==> src/common/alu_pkg.sv <==
// Shared widths, instruction field positions and operation codes of the execute subsystem
// Imported by the decode, execute and result stages and by the testbench
package alu_pkg;

	localparam int DATA_W  = 16; // Datapath width
	localparam int OP_W    = 4;  // Operation code width
	localparam int SHAMT_W = 4;  // Shift amount from low bits of B
	localparam int REG_W   = 3;  // Destination register field
	localparam int IMM_W   = 7;  // Immediate field

	// Instruction word layout
	localparam int OP_LSB       = 12; // Op code in 15:12
	localparam int IMM_SEL_BIT  = 11; // Use immediate as operand B
	localparam int PASS_SEL_BIT = 10; // Pass-through picks B when set
	localparam int RD_LSB       = 7;  // Destination in 9:7

	// Carry lookahead grouping
	localparam int GRP_W = 4;              // Bits per group
	localparam int N_GRP = DATA_W / GRP_W; // Groups per word

	typedef enum logic [OP_W-1:0] {
		OP_ADD  = 4'b0000, // A + B
		OP_SUB  = 4'b0001, // B - A
		OP_XOR  = 4'b0010,
		OP_ANDN = 4'b0011, // A & ~B
		OP_ROL  = 4'b0100,
		OP_SLL  = 4'b0101,
		OP_ROR  = 4'b0110,
		OP_SRL  = 4'b0111,
		OP_SEQ  = 4'b1000, // A == B
		OP_SLT  = 4'b1001, // Signed A < B
		OP_SLE  = 4'b1010, // Signed A <= B
		OP_SCO  = 4'b1011, // Carry out of A + B
		OP_BTR  = 4'b1100, // Bit reverse of A
		OP_PASS = 4'b1101, // A or B by select bit
		OP_SLBI = 4'b1110, // Low byte of A above low byte of B
		OP_PC2  = 4'b1111  // PC + 2
	} alu_op_e;

	// Low two bits of a shift op code
	typedef enum logic [1:0] {
		SHIFT_ROL = 2'b00,
		SHIFT_SLL = 2'b01,
		SHIFT_ROR = 2'b10,
		SHIFT_SRL = 2'b11
	} shift_mode_e;

endpackage

==> src/alu/alu_cla.sv <==
// Carry-lookahead adder of four 4-bit groups with a second lookahead level
// Shared by add, subtract, compares and carry-out in the execute core
`timescale 1ns/100ps

module alu_cla
	import alu_pkg::*;
(
	input  logic [DATA_W-1:0] a_i,
	input  logic [DATA_W-1:0] b_i,
	input  logic              carry_i,
	output logic [DATA_W-1:0] sum_o,
	output logic              carry_o
);

	logic [DATA_W-1:0] g;       // Bit generate
	logic [DATA_W-1:0] p;       // Bit propagate
	logic [N_GRP-1:0]  grp_g;   // Group generate
	logic [N_GRP-1:0]  grp_p;   // Group propagate
	logic [N_GRP:0]    grp_c;   // Carry into each group
	logic [DATA_W-1:0] c;       // Carry into each bit

	assign g = a_i & b_i;
	assign p = a_i ^ b_i;

	for (genvar j = 0; j < N_GRP; j++) begin : g_grp
		localparam int B0 = j * GRP_W; // Lowest bit of group

		assign grp_g[j] = g[B0+3] | (p[B0+3] & g[B0+2]) |
			(p[B0+3] & p[B0+2] & g[B0+1]) |
			(p[B0+3] & p[B0+2] & p[B0+1] & g[B0]);
		assign grp_p[j] = &p[B0 +: GRP_W];

		// Bit carries inside the group from its lookahead carry
		assign c[B0]   = grp_c[j];
		assign c[B0+1] = g[B0] | (p[B0] & grp_c[j]);
		assign c[B0+2] = g[B0+1] | (p[B0+1] & g[B0]) | (p[B0+1] & p[B0] & grp_c[j]);
		assign c[B0+3] = g[B0+2] | (p[B0+2] & g[B0+1]) | (p[B0+2] & p[B0+1] & g[B0]) |
			(p[B0+2] & p[B0+1] & p[B0] & grp_c[j]);
	end

	// Second level, all group carries straight from carry_i
	assign grp_c[0] = carry_i;
	assign grp_c[1] = grp_g[0] | (grp_p[0] & carry_i);
	assign grp_c[2] = grp_g[1] | (grp_p[1] & grp_g[0]) | (grp_p[1] & grp_p[0] & carry_i);
	assign grp_c[3] = grp_g[2] | (grp_p[2] & grp_g[1]) | (grp_p[2] & grp_p[1] & grp_g[0]) |
		(grp_p[2] & grp_p[1] & grp_p[0] & carry_i);
	assign grp_c[4] = grp_g[3] | (grp_p[3] & grp_g[2]) | (grp_p[3] & grp_p[2] & grp_g[1]) |
		(grp_p[3] & grp_p[2] & grp_p[1] & grp_g[0]) |
		(grp_p[3] & grp_p[2] & grp_p[1] & grp_p[0] & carry_i);

	assign sum_o   = p ^ c;
	assign carry_o = grp_c[N_GRP];

	// Lookahead network against a plain 17-bit add
	always_comb begin
		a_sum_matches: assert #0 ({carry_o, sum_o} == ({1'b0, a_i} + {1'b0, b_i} + carry_i))
			else $error("cla sum mismatch");
	end

endmodule

==> src/alu/alu_core.sv <==
// Combinational execute core with the sixteen ALU operations
// Drives one shared adder and the barrel shifter, returns result and LT
`timescale 1ns/100ps

module alu_core
	import alu_pkg::*;
(
	input  alu_op_e           op_i,
	input  logic [DATA_W-1:0] a_i,
	input  logic [DATA_W-1:0] b_i,
	input  logic [DATA_W-1:0] pc2_i,
	input  logic              pass_sel_i, // Pass-through picks B
	output logic [DATA_W-1:0] result_o,
	output logic              lt_o
);

	localparam int MSB = DATA_W - 1;

	logic [DATA_W-1:0] add_a;     // Adder operand A
	logic [DATA_W-1:0] add_b;     // Adder operand B
	logic              add_cin;
	logic [DATA_W-1:0] add_sum;
	logic              add_cout;
	logic [DATA_W-1:0] shift_out;
	shift_mode_e       shift_mode;
	logic [DATA_W-1:0] rev;       // A bit reversed
	logic [DATA_W-1:0] pass_val;  // Pass-through operand
	logic              is_eq;
	logic              signed_lt;

	// Operand steering for the single adder
	always_comb begin
		add_a   = a_i;  // Add and carry-out
		add_b   = b_i;
		add_cin = 1'b0;
		case (op_i)
			OP_SUB: begin
				add_a   = b_i;  // B + ~A + 1
				add_b   = ~a_i;
				add_cin = 1'b1;
			end
			OP_SLT, OP_SLE: begin
				add_b   = ~b_i; // A + ~B + 1
				add_cin = 1'b1;
			end
			default: begin
				add_cin = 1'b0;
			end
		endcase
	end

	alu_cla u_cla (
		.a_i     (add_a),
		.b_i     (add_b),
		.carry_i (add_cin),
		.sum_o   (add_sum),
		.carry_o (add_cout)
	);

	assign shift_mode = shift_mode_e'(op_i[1:0]); // Low op bits pick the shift kind

	alu_shifter u_shifter (
		.data_i  (a_i),
		.shamt_i (b_i[SHAMT_W-1:0]),
		.mode_i  (shift_mode),
		.data_o  (shift_out)
	);

	always_comb begin
		for (int i = 0; i < DATA_W; i++) begin
			rev[i] = a_i[MSB-i];
		end
	end

	assign is_eq    = (a_i == b_i);
	assign pass_val = pass_sel_i ? b_i : a_i;

	// Same signs means the difference cannot overflow, else A negative wins
	assign signed_lt = (a_i[MSB] == b_i[MSB]) ? add_sum[MSB] : a_i[MSB];

	always_comb begin
		result_o = '0;
		lt_o     = 1'b0; // Defined zero outside compares and pass
		case (op_i)
			OP_ADD, OP_SUB:  result_o = add_sum;
			OP_XOR:          result_o = a_i ^ b_i;
			OP_ANDN:         result_o = a_i & ~b_i;
			OP_ROL, OP_SLL,
			OP_ROR, OP_SRL:  result_o = shift_out;
			OP_SEQ:          result_o = DATA_W'(is_eq);
			OP_SLT: begin
				result_o = DATA_W'(signed_lt);
				lt_o     = signed_lt;
			end
			OP_SLE: begin
				result_o = DATA_W'(signed_lt | is_eq);
				lt_o     = signed_lt; // Strict less-than even here
			end
			OP_SCO:          result_o = DATA_W'(add_cout);
			OP_BTR:          result_o = rev;
			OP_PASS: begin
				result_o = pass_val;
				lt_o     = pass_val[MSB]; // Sign of the passed operand
			end
			OP_SLBI:         result_o = {a_i[7:0], b_i[7:0]};
			OP_PC2:          result_o = pc2_i;
			default:         result_o = '0;
		endcase
	end

endmodule

==> src/alu/alu_shifter.sv <==
// Barrel shifter for the two rotates and two logical shifts
// Four levels move the word by 1, 2, 4 and 8 under control of the shift amount
`timescale 1ns/100ps

module alu_shifter
	import alu_pkg::*;
(
	input  logic [DATA_W-1:0]  data_i,
	input  logic [SHAMT_W-1:0] shamt_i,
	input  shift_mode_e        mode_i,
	output logic [DATA_W-1:0]  data_o
);

	logic              is_left; // Direction
	logic              is_rot;  // Wrap bits around instead of zero fill
	logic [DATA_W-1:0] level [SHAMT_W+1];

	assign is_left = (mode_i == SHIFT_ROL) || (mode_i == SHIFT_SLL);
	assign is_rot  = (mode_i == SHIFT_ROL) || (mode_i == SHIFT_ROR);

	assign level[0] = data_i;

	for (genvar k = 0; k < SHAMT_W; k++) begin : g_level
		localparam int DIST = 1 << k; // Distance of this level

		logic [DIST-1:0] wrap_l; // Enters at the bottom on a left move
		logic [DIST-1:0] wrap_r; // Enters at the top on a right move

		assign wrap_l = is_rot ? level[k][DATA_W-1 -: DIST] : '0;
		assign wrap_r = is_rot ? level[k][DIST-1:0] : '0;

		assign level[k+1] = !shamt_i[k] ? level[k] :
			is_left ? {level[k][DATA_W-DIST-1:0], wrap_l} :
			{wrap_r, level[k][DATA_W-1:DIST]};
	end

	assign data_o = level[SHAMT_W];

endmodule

==> src/logic/alu_decode.sv <==
// Decode stage of the execute pipeline, one cycle of latency
// Registers the instruction fields and picks the immediate or rt as operand B
`timescale 1ns/100ps

module alu_decode
	import alu_pkg::*;
(
	input  logic              clk_i,
	input  logic              reset_i,
	input  logic              valid_i,    // Instruction present this cycle
	input  logic [DATA_W-1:0] instr_i,
	input  logic [DATA_W-1:0] rs_data_i,  // Operand A
	input  logic [DATA_W-1:0] rt_data_i,  // Operand B unless immediate
	input  logic [DATA_W-1:0] pc2_i,
	output logic              valid_o,
	output logic              pass_sel_o,
	output alu_op_e           op_o,
	output logic [DATA_W-1:0] a_o,
	output logic [DATA_W-1:0] b_o,
	output logic [DATA_W-1:0] pc2_o,
	output logic [REG_W-1:0]  rd_o
);

	logic              imm_sel;   // Bit 11 of the instruction
	logic [DATA_W-1:0] imm_ext;   // Zero-extended immediate
	logic [DATA_W-1:0] b_sel;     // Operand B after mux

	assign imm_sel = instr_i[IMM_SEL_BIT];
	assign imm_ext = {{(DATA_W-IMM_W){1'b0}}, instr_i[IMM_W-1:0]};
	assign b_sel   = imm_sel ? imm_ext : rt_data_i;

	// Stage valid
	always_ff @(posedge clk_i) begin
		if (reset_i) begin
			valid_o <= 1'b0;
		end else begin
			valid_o <= valid_i;
		end
	end

	// Fields only load on a live instruction, idle cycles hold them
	always_ff @(posedge clk_i) begin
		if (valid_i) begin
			op_o       <= alu_op_e'(instr_i[OP_LSB +: OP_W]);
			pass_sel_o <= instr_i[PASS_SEL_BIT];
			rd_o       <= instr_i[RD_LSB +: REG_W];
			a_o        <= rs_data_i;
			b_o        <= b_sel;
			pc2_o      <= pc2_i;
		end
	end

	// No instruction leaves decode right after a reset cycle
	a_valid_after_reset: assert property (
		@(posedge clk_i) reset_i |=> !valid_o
	) else $error("decode valid high after reset");

endmodule

==> src/logic/alu_result.sv <==
// Result stage of the execute pipeline, one cycle of latency
// Registers the value with the zero flag, LT and destination register
`timescale 1ns/100ps

module alu_result
	import alu_pkg::*;
(
	input  logic              clk_i,
	input  logic              reset_i,
	input  logic              valid_i,
	input  logic              lt_i,
	input  logic [DATA_W-1:0] result_i,
	input  logic [REG_W-1:0]  rd_i,
	output logic              valid_o,
	output logic              eq_o,     // Result is zero
	output logic              lt_o,
	output logic [DATA_W-1:0] result_o,
	output logic [REG_W-1:0]  rd_o
);

	logic eq_d; // Zero detect ahead of the register

	assign eq_d = (result_i == '0);

	always_ff @(posedge clk_i) begin
		if (reset_i) begin
			valid_o <= 1'b0;
		end else begin
			valid_o <= valid_i;
		end
	end

	// Outputs hold their last values across idle cycles
	always_ff @(posedge clk_i) begin
		if (valid_i) begin
			result_o <= result_i;
			eq_o     <= eq_d;
			lt_o     <= lt_i;
			rd_o     <= rd_i;
		end
	end

	// Flag and value leave together
	a_eq_tracks_result: assert property (
		@(posedge clk_i) disable iff (reset_i)
		valid_o |-> (eq_o == (result_o == '0))
	) else $error("eq_o disagrees with result_o");

endmodule

==> src/logic/alu_stage.sv <==
// Top of the integer execute subsystem, decode then execute then result
// Takes one instruction per cycle and returns it two edges later
`timescale 1ns/100ps

module alu_stage
	import alu_pkg::*;
(
	input  logic              clk_i,
	input  logic              reset_i,
	input  logic              valid_i,
	input  logic [DATA_W-1:0] instr_i,
	input  logic [DATA_W-1:0] rs_data_i,
	input  logic [DATA_W-1:0] rt_data_i,
	input  logic [DATA_W-1:0] pc2_i,
	output logic              valid_o,
	output logic              eq_o,
	output logic              lt_o,
	output logic [DATA_W-1:0] result_o,
	output logic [REG_W-1:0]  rd_o
);

	logic              dec_valid;  // Decode to result
	logic              dec_pass_sel;
	alu_op_e           dec_op;
	logic [DATA_W-1:0] dec_a;
	logic [DATA_W-1:0] dec_b;
	logic [DATA_W-1:0] dec_pc2;
	logic [REG_W-1:0]  dec_rd;
	logic [DATA_W-1:0] ex_result;  // Core to result
	logic              ex_lt;

	alu_decode u_decode (
		.clk_i      (clk_i),
		.reset_i    (reset_i),
		.valid_i    (valid_i),
		.instr_i    (instr_i),
		.rs_data_i  (rs_data_i),
		.rt_data_i  (rt_data_i),
		.pc2_i      (pc2_i),
		.valid_o    (dec_valid),
		.pass_sel_o (dec_pass_sel),
		.op_o       (dec_op),
		.a_o        (dec_a),
		.b_o        (dec_b),
		.pc2_o      (dec_pc2),
		.rd_o       (dec_rd)
	);

	alu_core u_core (
		.op_i       (dec_op),
		.a_i        (dec_a),
		.b_i        (dec_b),
		.pc2_i      (dec_pc2),
		.pass_sel_i (dec_pass_sel),
		.result_o   (ex_result),
		.lt_o       (ex_lt)
	);

	alu_result u_result (
		.clk_i    (clk_i),
		.reset_i  (reset_i),
		.valid_i  (dec_valid),
		.lt_i     (ex_lt),
		.result_i (ex_result),
		.rd_i     (dec_rd),
		.valid_o  (valid_o),
		.eq_o     (eq_o),
		.lt_o     (lt_o),
		.result_o (result_o),
		.rd_o     (rd_o)
	);

endmodule

==> config.mk <==
export PLATFORM = sky130hd
export DESIGN_NAME = alu_stage
export DESIGN_NICKNAME = d
export VERILOG_FILES = /design/src/common/alu_pkg.sv /design/src/alu/alu_cla.sv /design/src/alu/alu_core.sv /design/src/alu/alu_shifter.sv /design/src/logic/alu_decode.sv /design/src/logic/alu_result.sv /design/src/logic/alu_stage.sv
export SDC_FILE = /design/constraint.sdc
export NUM_CORES = 1
export LEC_CHECK = 0
export BUFFER_PORTS_ARGS = -buffer_cell sky130_fd_sc_hd__buf_2
export CORE_MARGIN = 10
export CORE_UTILIZATION = 54
export CTS_CLUSTER_DIAMETER = 50
export DETAILED_ROUTE_END_ITERATION = 10
export PLACE_DENSITY_LB_ADDON = 0.3
export SLEW_MARGIN = 15
export SYNTH_ARGS = -nofsm -noshare
export SYNTH_HDL_FRONTEND = slang
export SYNTH_HIERARCHICAL = 1
export SYNTH_SLANG_ARGS = --single-unit
==> constraint.sdc <==
create_clock -name clk_i -period 4.4 [get_ports clk_i]
set_input_delay 0 -clock clk_i [delete_from_list [all_inputs] [get_ports clk_i]]
set_output_delay 0 -clock clk_i [all_outputs]
set_load 0.01 [all_outputs]
; After elaboration in Yosys (flattened, before gate mapping)
; Cells that the tools add are included.
[totals]
input_bits = 67
out_inout_bits = 22
wordCells = 195
regBits = 79
[classes]
reduce_logical = 13
bitwise = 126
n_mux = 24
eq_ne = 19
[ops]
columns = cell, n
row1 = $pmux 16 s12, 1
row2 = $mux 16, 10
row3 = $and 1x1->1, 72
row4 = $xor 16x16->16, 3
row5 = $or 1x1->1, 47
row6 = $and 16x16->16, 2
row7 = $eq 4x4->1 const B, 8
row8 = $not 16->16, 2
row9 = $pmux 16 s2, 1
row10 = $eq 16x16->1, 1
row11 = $eq 4x3->1 const B, 4
row12 = $logic_not 16->1, 1
row13 = $mux 8, 2
row14 = $reduce_and 4->1, 4
row15 = $eq 4x2->1 const B, 2
row16 = $mux 4, 2
row17 = $mux 7, 1
row18 = $eq 4x1->1 const B, 1
row19 = $logic_not 4->1, 1
row20 = $mux 1, 4
row21 = $mux 2, 2
row22 = $reduce_or 2->1, 2
row23 = $reduce_or 4->1, 1
row24 = $reduce_or 3->1, 1
row25 = other kinds (6), 7

; Depth between registers and ports, before layout
[depth]
word_depth = 19
ltp_mapped = 21
mapped_depth_nobuf = 19

; By module
; The synthesis kept the hierarchy.
[modules_own_cells]
columns = module, n_inst, seq_area_each_um2, cells_each, area_each_um2
row1 = alu_core, 1, 0.0, 356, 2067.0
row2 = alu_shifter, 1, 0.0, 270, 1894.3
row3 = alu_decode, 1, 1701.6, 76, 1874.3
row4 = alu_result, 1, 650.6, 28, 690.7
row5 = alu_cla, 1, 0.0, 74, 633.1

; Worst setup path before layout
; Ideal clock, no wire load.
[synth_timing]
kind = reg2reg
start = register u_decode.op_o[2]
end = register u_result.eq_o, data pin
path_buffers = 2
synth_period_minus_slack_ns = 4.144
path_stages_with_launch = 22
setup_ns = 0.134
arrival_time_ns = 4.011
slack_ns = 0.256
t_required_ns = 4.266
path_cell_list = edfxtp_1 > buf_6 > or4b_4 > o21ai_4 > buf_6 > nand2_1 > o21ai_1 > o21ai_1 > ha_1 > a21o_1 > a21o_1 > a21o_1 > a311o_1 > a31oi_2 > xnor2_1 > mux2_2 > nor2_1 > o22ai_1 > a41oi_1 > o22ai_1 > nor4_1 > and4_1
[synth_via]
word_cells_on_any_way = 152
classes_between = eq/ne (15) / mux (5) / bitwise (122) / reduce/logical (10)
[synth_rtl]
columns = element, line_no
row1 = "start, declared", alu_decode.sv:17  ; output alu_op_e op_o,
row2 = "start signal, assigned", alu_decode.sv:44  ; op_o <= alu_op_e'(instr_i[OP_LSB +: OP_W]);
row3 = $eq 4x1->1 / $eq 4x4->1 (equally long branches), alu_core.sv:36  ; case (op_i)
row4 = $reduce_or 3->1 (no source line) (*), n/a
row5 = $mux 1 (*), alu_core.sv:36
row6 = via u_core.add_cin, alu_core.sv:21  ; logic add_cin;
row7 = $and 1x1->1 (*), alu_cla.sv:46  ; (grp_p[2] & grp_p[1] & grp_p[0] & carry_i);
row8 = $or 1x1->1 (*), alu_cla.sv:45  ; assign grp_c[3] = grp_g[2] | (grp_p[2] & grp_g[1]) | (grp_p[2] & grp_p[1] & grp_g[0]) |
row9 = $and 1x1->1 (*), alu_cla.sv:38  ; (p[B0+2] & p[B0+1] & p[B0] & grp_c[j]);
row10 = $or 1x1->1 (*), alu_cla.sv:37  ; assign c[B0+3] = g[B0+2] | (p[B0+2] & g[B0+1]) | (p[B0+2] & p[B0+1] & g[B0]) |
row11 = $xor 16x16->16 (*), alu_cla.sv:51  ; assign sum_o = p ^ c;
row12 = via u_core.add_sum[15], alu_core.sv:22  ; logic [DATA_W-1:0] add_sum;
row13 = $mux 1 (*), alu_core.sv:79  ; assign signed_lt = (a_i[MSB] == b_i[MSB]) ? add_sum[MSB] : a_i[MSB];
row14 = $or 1x1->1, alu_core.sv:96  ; result_o = DATA_W'(signed_lt | is_eq);
row15 = $pmux 16 s12 (*), alu_core.sv:84  ; case (op_i)
row16 = via ex_result[0], alu_stage.sv:29  ; logic [DATA_W-1:0] ex_result;
row17 = $logic_not 16->1 (*), alu_result.sv:23  ; assign eq_d = (result_i == '0);
row18 = via u_result.eq_d, alu_result.sv:21  ; logic eq_d;
row19 = "end signal, assigned", alu_result.sv:37  ; eq_o <= eq_d;
row20 = "end, declared", alu_result.sv:15  ; output logic eq_o,
; The timed path passes the listed nets; every way through them passes the cells marked *.
; A chain may end at the register's enable or synchronous reset.

; Worst setup path after layout
[layout_timing]
start = register u_decode.op_o[2]
end = register u_result.eq_o, data pin
[layout_via]
word_cells_on_any_way = 152
classes_between = eq/ne (15) / mux (5) / bitwise (122) / reduce/logical (10)
[layout_rtl]
columns = element, line_no
row1 = $eq 4x4->1, alu_core.sv:36
row2 = $reduce_or 2->1 (no source line), n/a
row3 = $pmux 16 s2 (*), alu_core.sv:36
row4 = via u_core.add_b[5], alu_core.sv:20  ; logic [DATA_W-1:0] add_b;
row5 = $and 16x16->16 / $xor 16x16->16 (equally long branches), "alu_cla.sv:22, alu_cla.sv:23"
row6 = $and 1x1->1 (on tied branches), "alu_cla.sv:29, alu_cla.sv:30"
row7 = $or 1x1->1 / $and 1x1->1 (equally long branches), "alu_cla.sv:28, alu_cla.sv:30"
row8 = $or 1x1->1, alu_cla.sv:29  ; (p[B0+3] & p[B0+2] & g[B0+1]) |
row9 = [... 6 more ...], n/a
row10 = $xor 16x16->16 (*), alu_cla.sv:51
row11 = via u_core.add_sum[15], alu_core.sv:22
row12 = $mux 1 (*), alu_core.sv:79
row13 = $or 1x1->1, alu_core.sv:96
row14 = $pmux 16 s12 (*), alu_core.sv:84
row15 = via ex_result[0], alu_stage.sv:29
row16 = $logic_not 16->1 (*), alu_result.sv:23
row17 = via u_result.eq_d, alu_result.sv:21
; Marked as above.

==> summary.txt <==
Layout
  – Antenna cells: 0
  – Final std cells w/o fill: roughly 1.1k
  – Most common cell after layout, fill and taps aside: nor2_1
  – Share of layout cells above drive strength 1: between 20% and 30%
  – Fin nets: ~1.1k
  – Commonest non-fill, non-tap cells in the layout: 93 x nor2_1, 88 x buf_2, 78 x nand2_1
  – Area added between synthesis and finish: 22.4%

Logic synthesis
  – Synth async-reset ratio: 0%
  – Mapped Nets: between 900 and 1k
  – Share of the synthesized area in the top cell type: about 32%
  – Register area share after synthesis: between 30% and 40%
  – Seq cells post-synth: 79
  – Mapped Avg Cell Area: about 9 µm²
  – Most used DFF post-synth: edfxtp_1
  – EDFF count, synth: 77
  – Synth top area cells: edfxtp_1 32%, mux2i_1 6.9%, ha_1 5.6%
  – Syn. warnings: 6
  – Gate Count Post-Synth: 804
  – Yosys top cell by area: edfxtp_1
  – Mapped Area: 7160 µm²
  – Synth cell types: 85

Worst setup path
  – Crit path DAT: 4.58 ns
  – Crit Path Max Fanout: 5
  – Worst setup SP type: flip-flop
  – FF-to-FF path depth: 20
  – Launch point of the worst path: u_decode/op_o[2]$_DFFE_PP_
  – RR Endpoint: u_result/eq_o$_DFFE_PP_
  – Critical path endpoint: u_result/eq_o$_DFFE_PP_
  – Critical path endpoint category: flip-flop
  – Critical R2R Launch: u_decode/op_o[2]$_DFFE_PP_
  – Flop2flop setup slack: about 0.045 ns
  – Crit Path Class: reg -> reg
  – CP Data Required Time: around 4.6 ns

Power and ir drop
  – Net Sw Frac: between 30% and 40%
  – Internal power: about 1.9 mW
  – PwrDens: around 340 nW/µm²
  – Worst VDD drop: around 380 µV
  – Leakage power: between 3 and 4 nW
  – Logic pwr share: about 40%
  – Net Sw Power: roughly 1.1 mW
  – Power share of the clock group: about a quarter
  – Sequential fraction of design power: between 30% and 40%

Detailed routing
  – Via count: between 7k and 8k
  – Number of remaining DRC errors: 0
  – Vias per std cell: about 6.5
  – Initial DRC count: 1,159
  – Detailed Routing Iterations Pass 1: 6
  – ANT nets after route: 0
  – WL per Instance: between 20 and 25 µm
  – Final wirelength: ~25 mm

Timing
  – Fmax: 230 MHz
  – Period utilization: 99.0%
  – Min Tclk post-route: 4.36 ns
  – Final hold violations: 0
  – Pin slew with the least headroom to its limit: between 0.9 and 1 ns
  – Slew Limit Headroom: roughly two fifths
  – # setup viols final: 0
  – RSZ-0062 raised after global routing: true
  – Setup TNS: 0 ns
  – Layout Skew: approximately 0.0095 ns
  – Final WS setup: 0.0450 ns
  – Slew Viols, Final: 0

Clock network
  – Clk buf depth: 2
  – CTS Buf Count: 9
  – Skew-Pair Late Insertion Delay: 0.36 ns
  – Num Clock Sinks: 79
  – H-tree levels: 3
  – CTS tree: done
  – Root Buffer: clkbuf_16
  – Reg clk slew, reported paths: ~0.07 ns

Die
  – Die width: ~140 µm
  – Core region area: between 10,000 and 15,000 µm²
  – Effective utilization at floorplan: 54.5%
  – Std-Cell Rows: 42
  – DIE AREA: 18,300 µm²
  – Die Span Y: about 140 µm
  – I/O pin count: a little under 90

GRT
  – Largest net degree at the start of global routing: just over 60
  – Global-route wire length before repair: between 30 and 40 mm
  – Vias in the first global route: 6,925
  – Initial antenna violation count: 0
  – Gr ovfl total: 0
  – Gr usage total: a little over a quarter

Place
  – DP HPWL: around 16 mm
  – Placer's final routability congestion estimate: between 1 and 1.5
  – Pre-CTS setup slack: -0.193 ns
  – Placed instance count: between 1k and 1.5k
  – PortBufs: between 80 and 90

Hold path
  – Worst Hold Class: in -> reg
  – Min-delay src: instr_i[11]

Status
  – Outcome: completed

Flow run
  – Max Cap Violations: 0
## worst min path at each step
stage	end	slack, ns	depth (start not counted)
floorplan	u_decode/valid_o$_SDFF_PP0_	0.07	1
global placement	u_decode/a_o[9]$_DFFE_PP_	0.18	1
detailed placement	u_decode/pc2_o[2]$_DFFE_PP_	0.18	1
CTS	u_decode/b_o[7]$_SDFFCE_PP0P_	0.1	2
global route	u_decode/b_o[14]$_SDFFCE_PP0P_	0.12	2
finish	u_decode/b_o[12]$_SDFFCE_PP0P_	0.11	2
## critical path, cell delays in order, from the launching register on
cell,delay (ns)
edfxtp_1,0.42
or4b_4,0.62
buf_4,0.17
o21ai_2,0.10
nand2_1,0.08
o21ai_0,0.08
o21ai_1,0.10
ha_1,0.39
a21oi_2,0.16
o21ai_1,0.07
a21o_1,0.18
a311o_1,0.36
a31oi_4,0.23
xnor2_2,0.08
mux2_4,0.27
nor2_1,0.10
o22ai_1,0.09
a41oi_1,0.22
o22ai_2,0.14
nor4_2,0.17
and4_1,0.22
## synthesized netlist by cell type, drive strengths merged (3+ instances only)
cell	n
o2bb2ai	6
mux2	12
o21bai	3
buf	41
o22ai	20
fa	4
nand4	4
mux2i	50
or3	3
xnor2	7
nand2b	12
nor3	24
ha	32
o211ai	4
a311oi	4
or3b	3
nor4	8
a21oi	48
o32ai	3
a21o	17
a221oi	9
nor2b	14
xor2	5
clkbuf	19
o221ai	3
a211oi	23
a22o	7
edfxtp	77
nand3	5
inv	31
nor2	94
nand2	78
a2111oi	3
a31oi	7
o21ai	78
mux4	3
a22oi	7
## area by class of cell
cell class	count	area, µm²
fill	1068	4370
multi-input combinational	634	4330
sequential	79	2350
timing repair buffer	193	1430
clock buffer	9	225
tap	176	220
inverter	32	120
clock inverter	7	86.3
## power groups by stage
stage	Combinational, mW	Sequential [mW]	Clock (mW)
6_report	1.19	0.991	0.790
2_1_floorplan	0.746	0.984	0
3_3_place_gp	1.03	1.00	0
3_5_place_dp	1.03	1.00	0
4_1_cts	1.10	0.985	0.788
5_1_grt	1.28	0.995	0.828
## metal layers
| metal | up-vias | GRT usage [%] | routed length [µm] |
|---|---|---|---|
| met2 | 553 | 39.9 | 10600 |
| met1 | 3313 | 35.0 | 9500 |
| met4 | 0 | 15.0 | 1440 |
| met3 | 107 | 7.57 | 3310 |
| li1 | 3319 | - | - |
| met5 | - | 0 | 0 |
## state kept, by name, indices dropped and copies added (netlist names), 3 cells and up
register / flops
u_decode/a_o: 16
u_decode/b_o: 16
u_decode/op_o: 4
u_decode/pc2_o: 16
u_decode/rd_o: 3
u_result/rd_o: 3
u_result/result_o: 16
## metrics by stage
stage | total power [mW] | hold slack [ns] | instance area, µm² | utilization, %
3_5_place_dp | 2.03 | 0.178 | 7640 | 58.1
4_1_cts | 2.88 | 0.0978 | 8690 | 66.2
3_3_place_gp | 2.03 | 0.177 | 7640 | 58.1
5_1_grt | 3.10 | 0.115 | 8760 | 66.7
6_report | 2.97 | 0.108 | 8760 | 66.7
2_1_floorplan | 1.73 | 0.0716 | 7160 | -
## repair_timing
| action | in CTS | in global routing |
|---|---|---|
| setup endpoints to repair | 1 | 1 |
| pin swaps | 11 | 11 |
| buffers inserted | 6 | 5 |
| endpoints found under the hold margin | 58 | 0 |
| gates resized for setup | 5 | 10 |
| gates cloned | 2 | 0 |
| hold buffers | 64 | 0 |
## cells by family (layout without fill, tap and decap cells)
kind of cell    count (synthesis)  after routing  share of synthesized area (%)
xor+xnor                       12             12                           1.57
flops                          79             79                           32.9
simple gates                  256            256                           16.3
compound gates                264            265                           25.1
mux                            65             65                           9.98
buf+inv                        92            241                           7.44
fa+ha+maj                      36             36                           6.71
(Power assumes the default switching activity.)
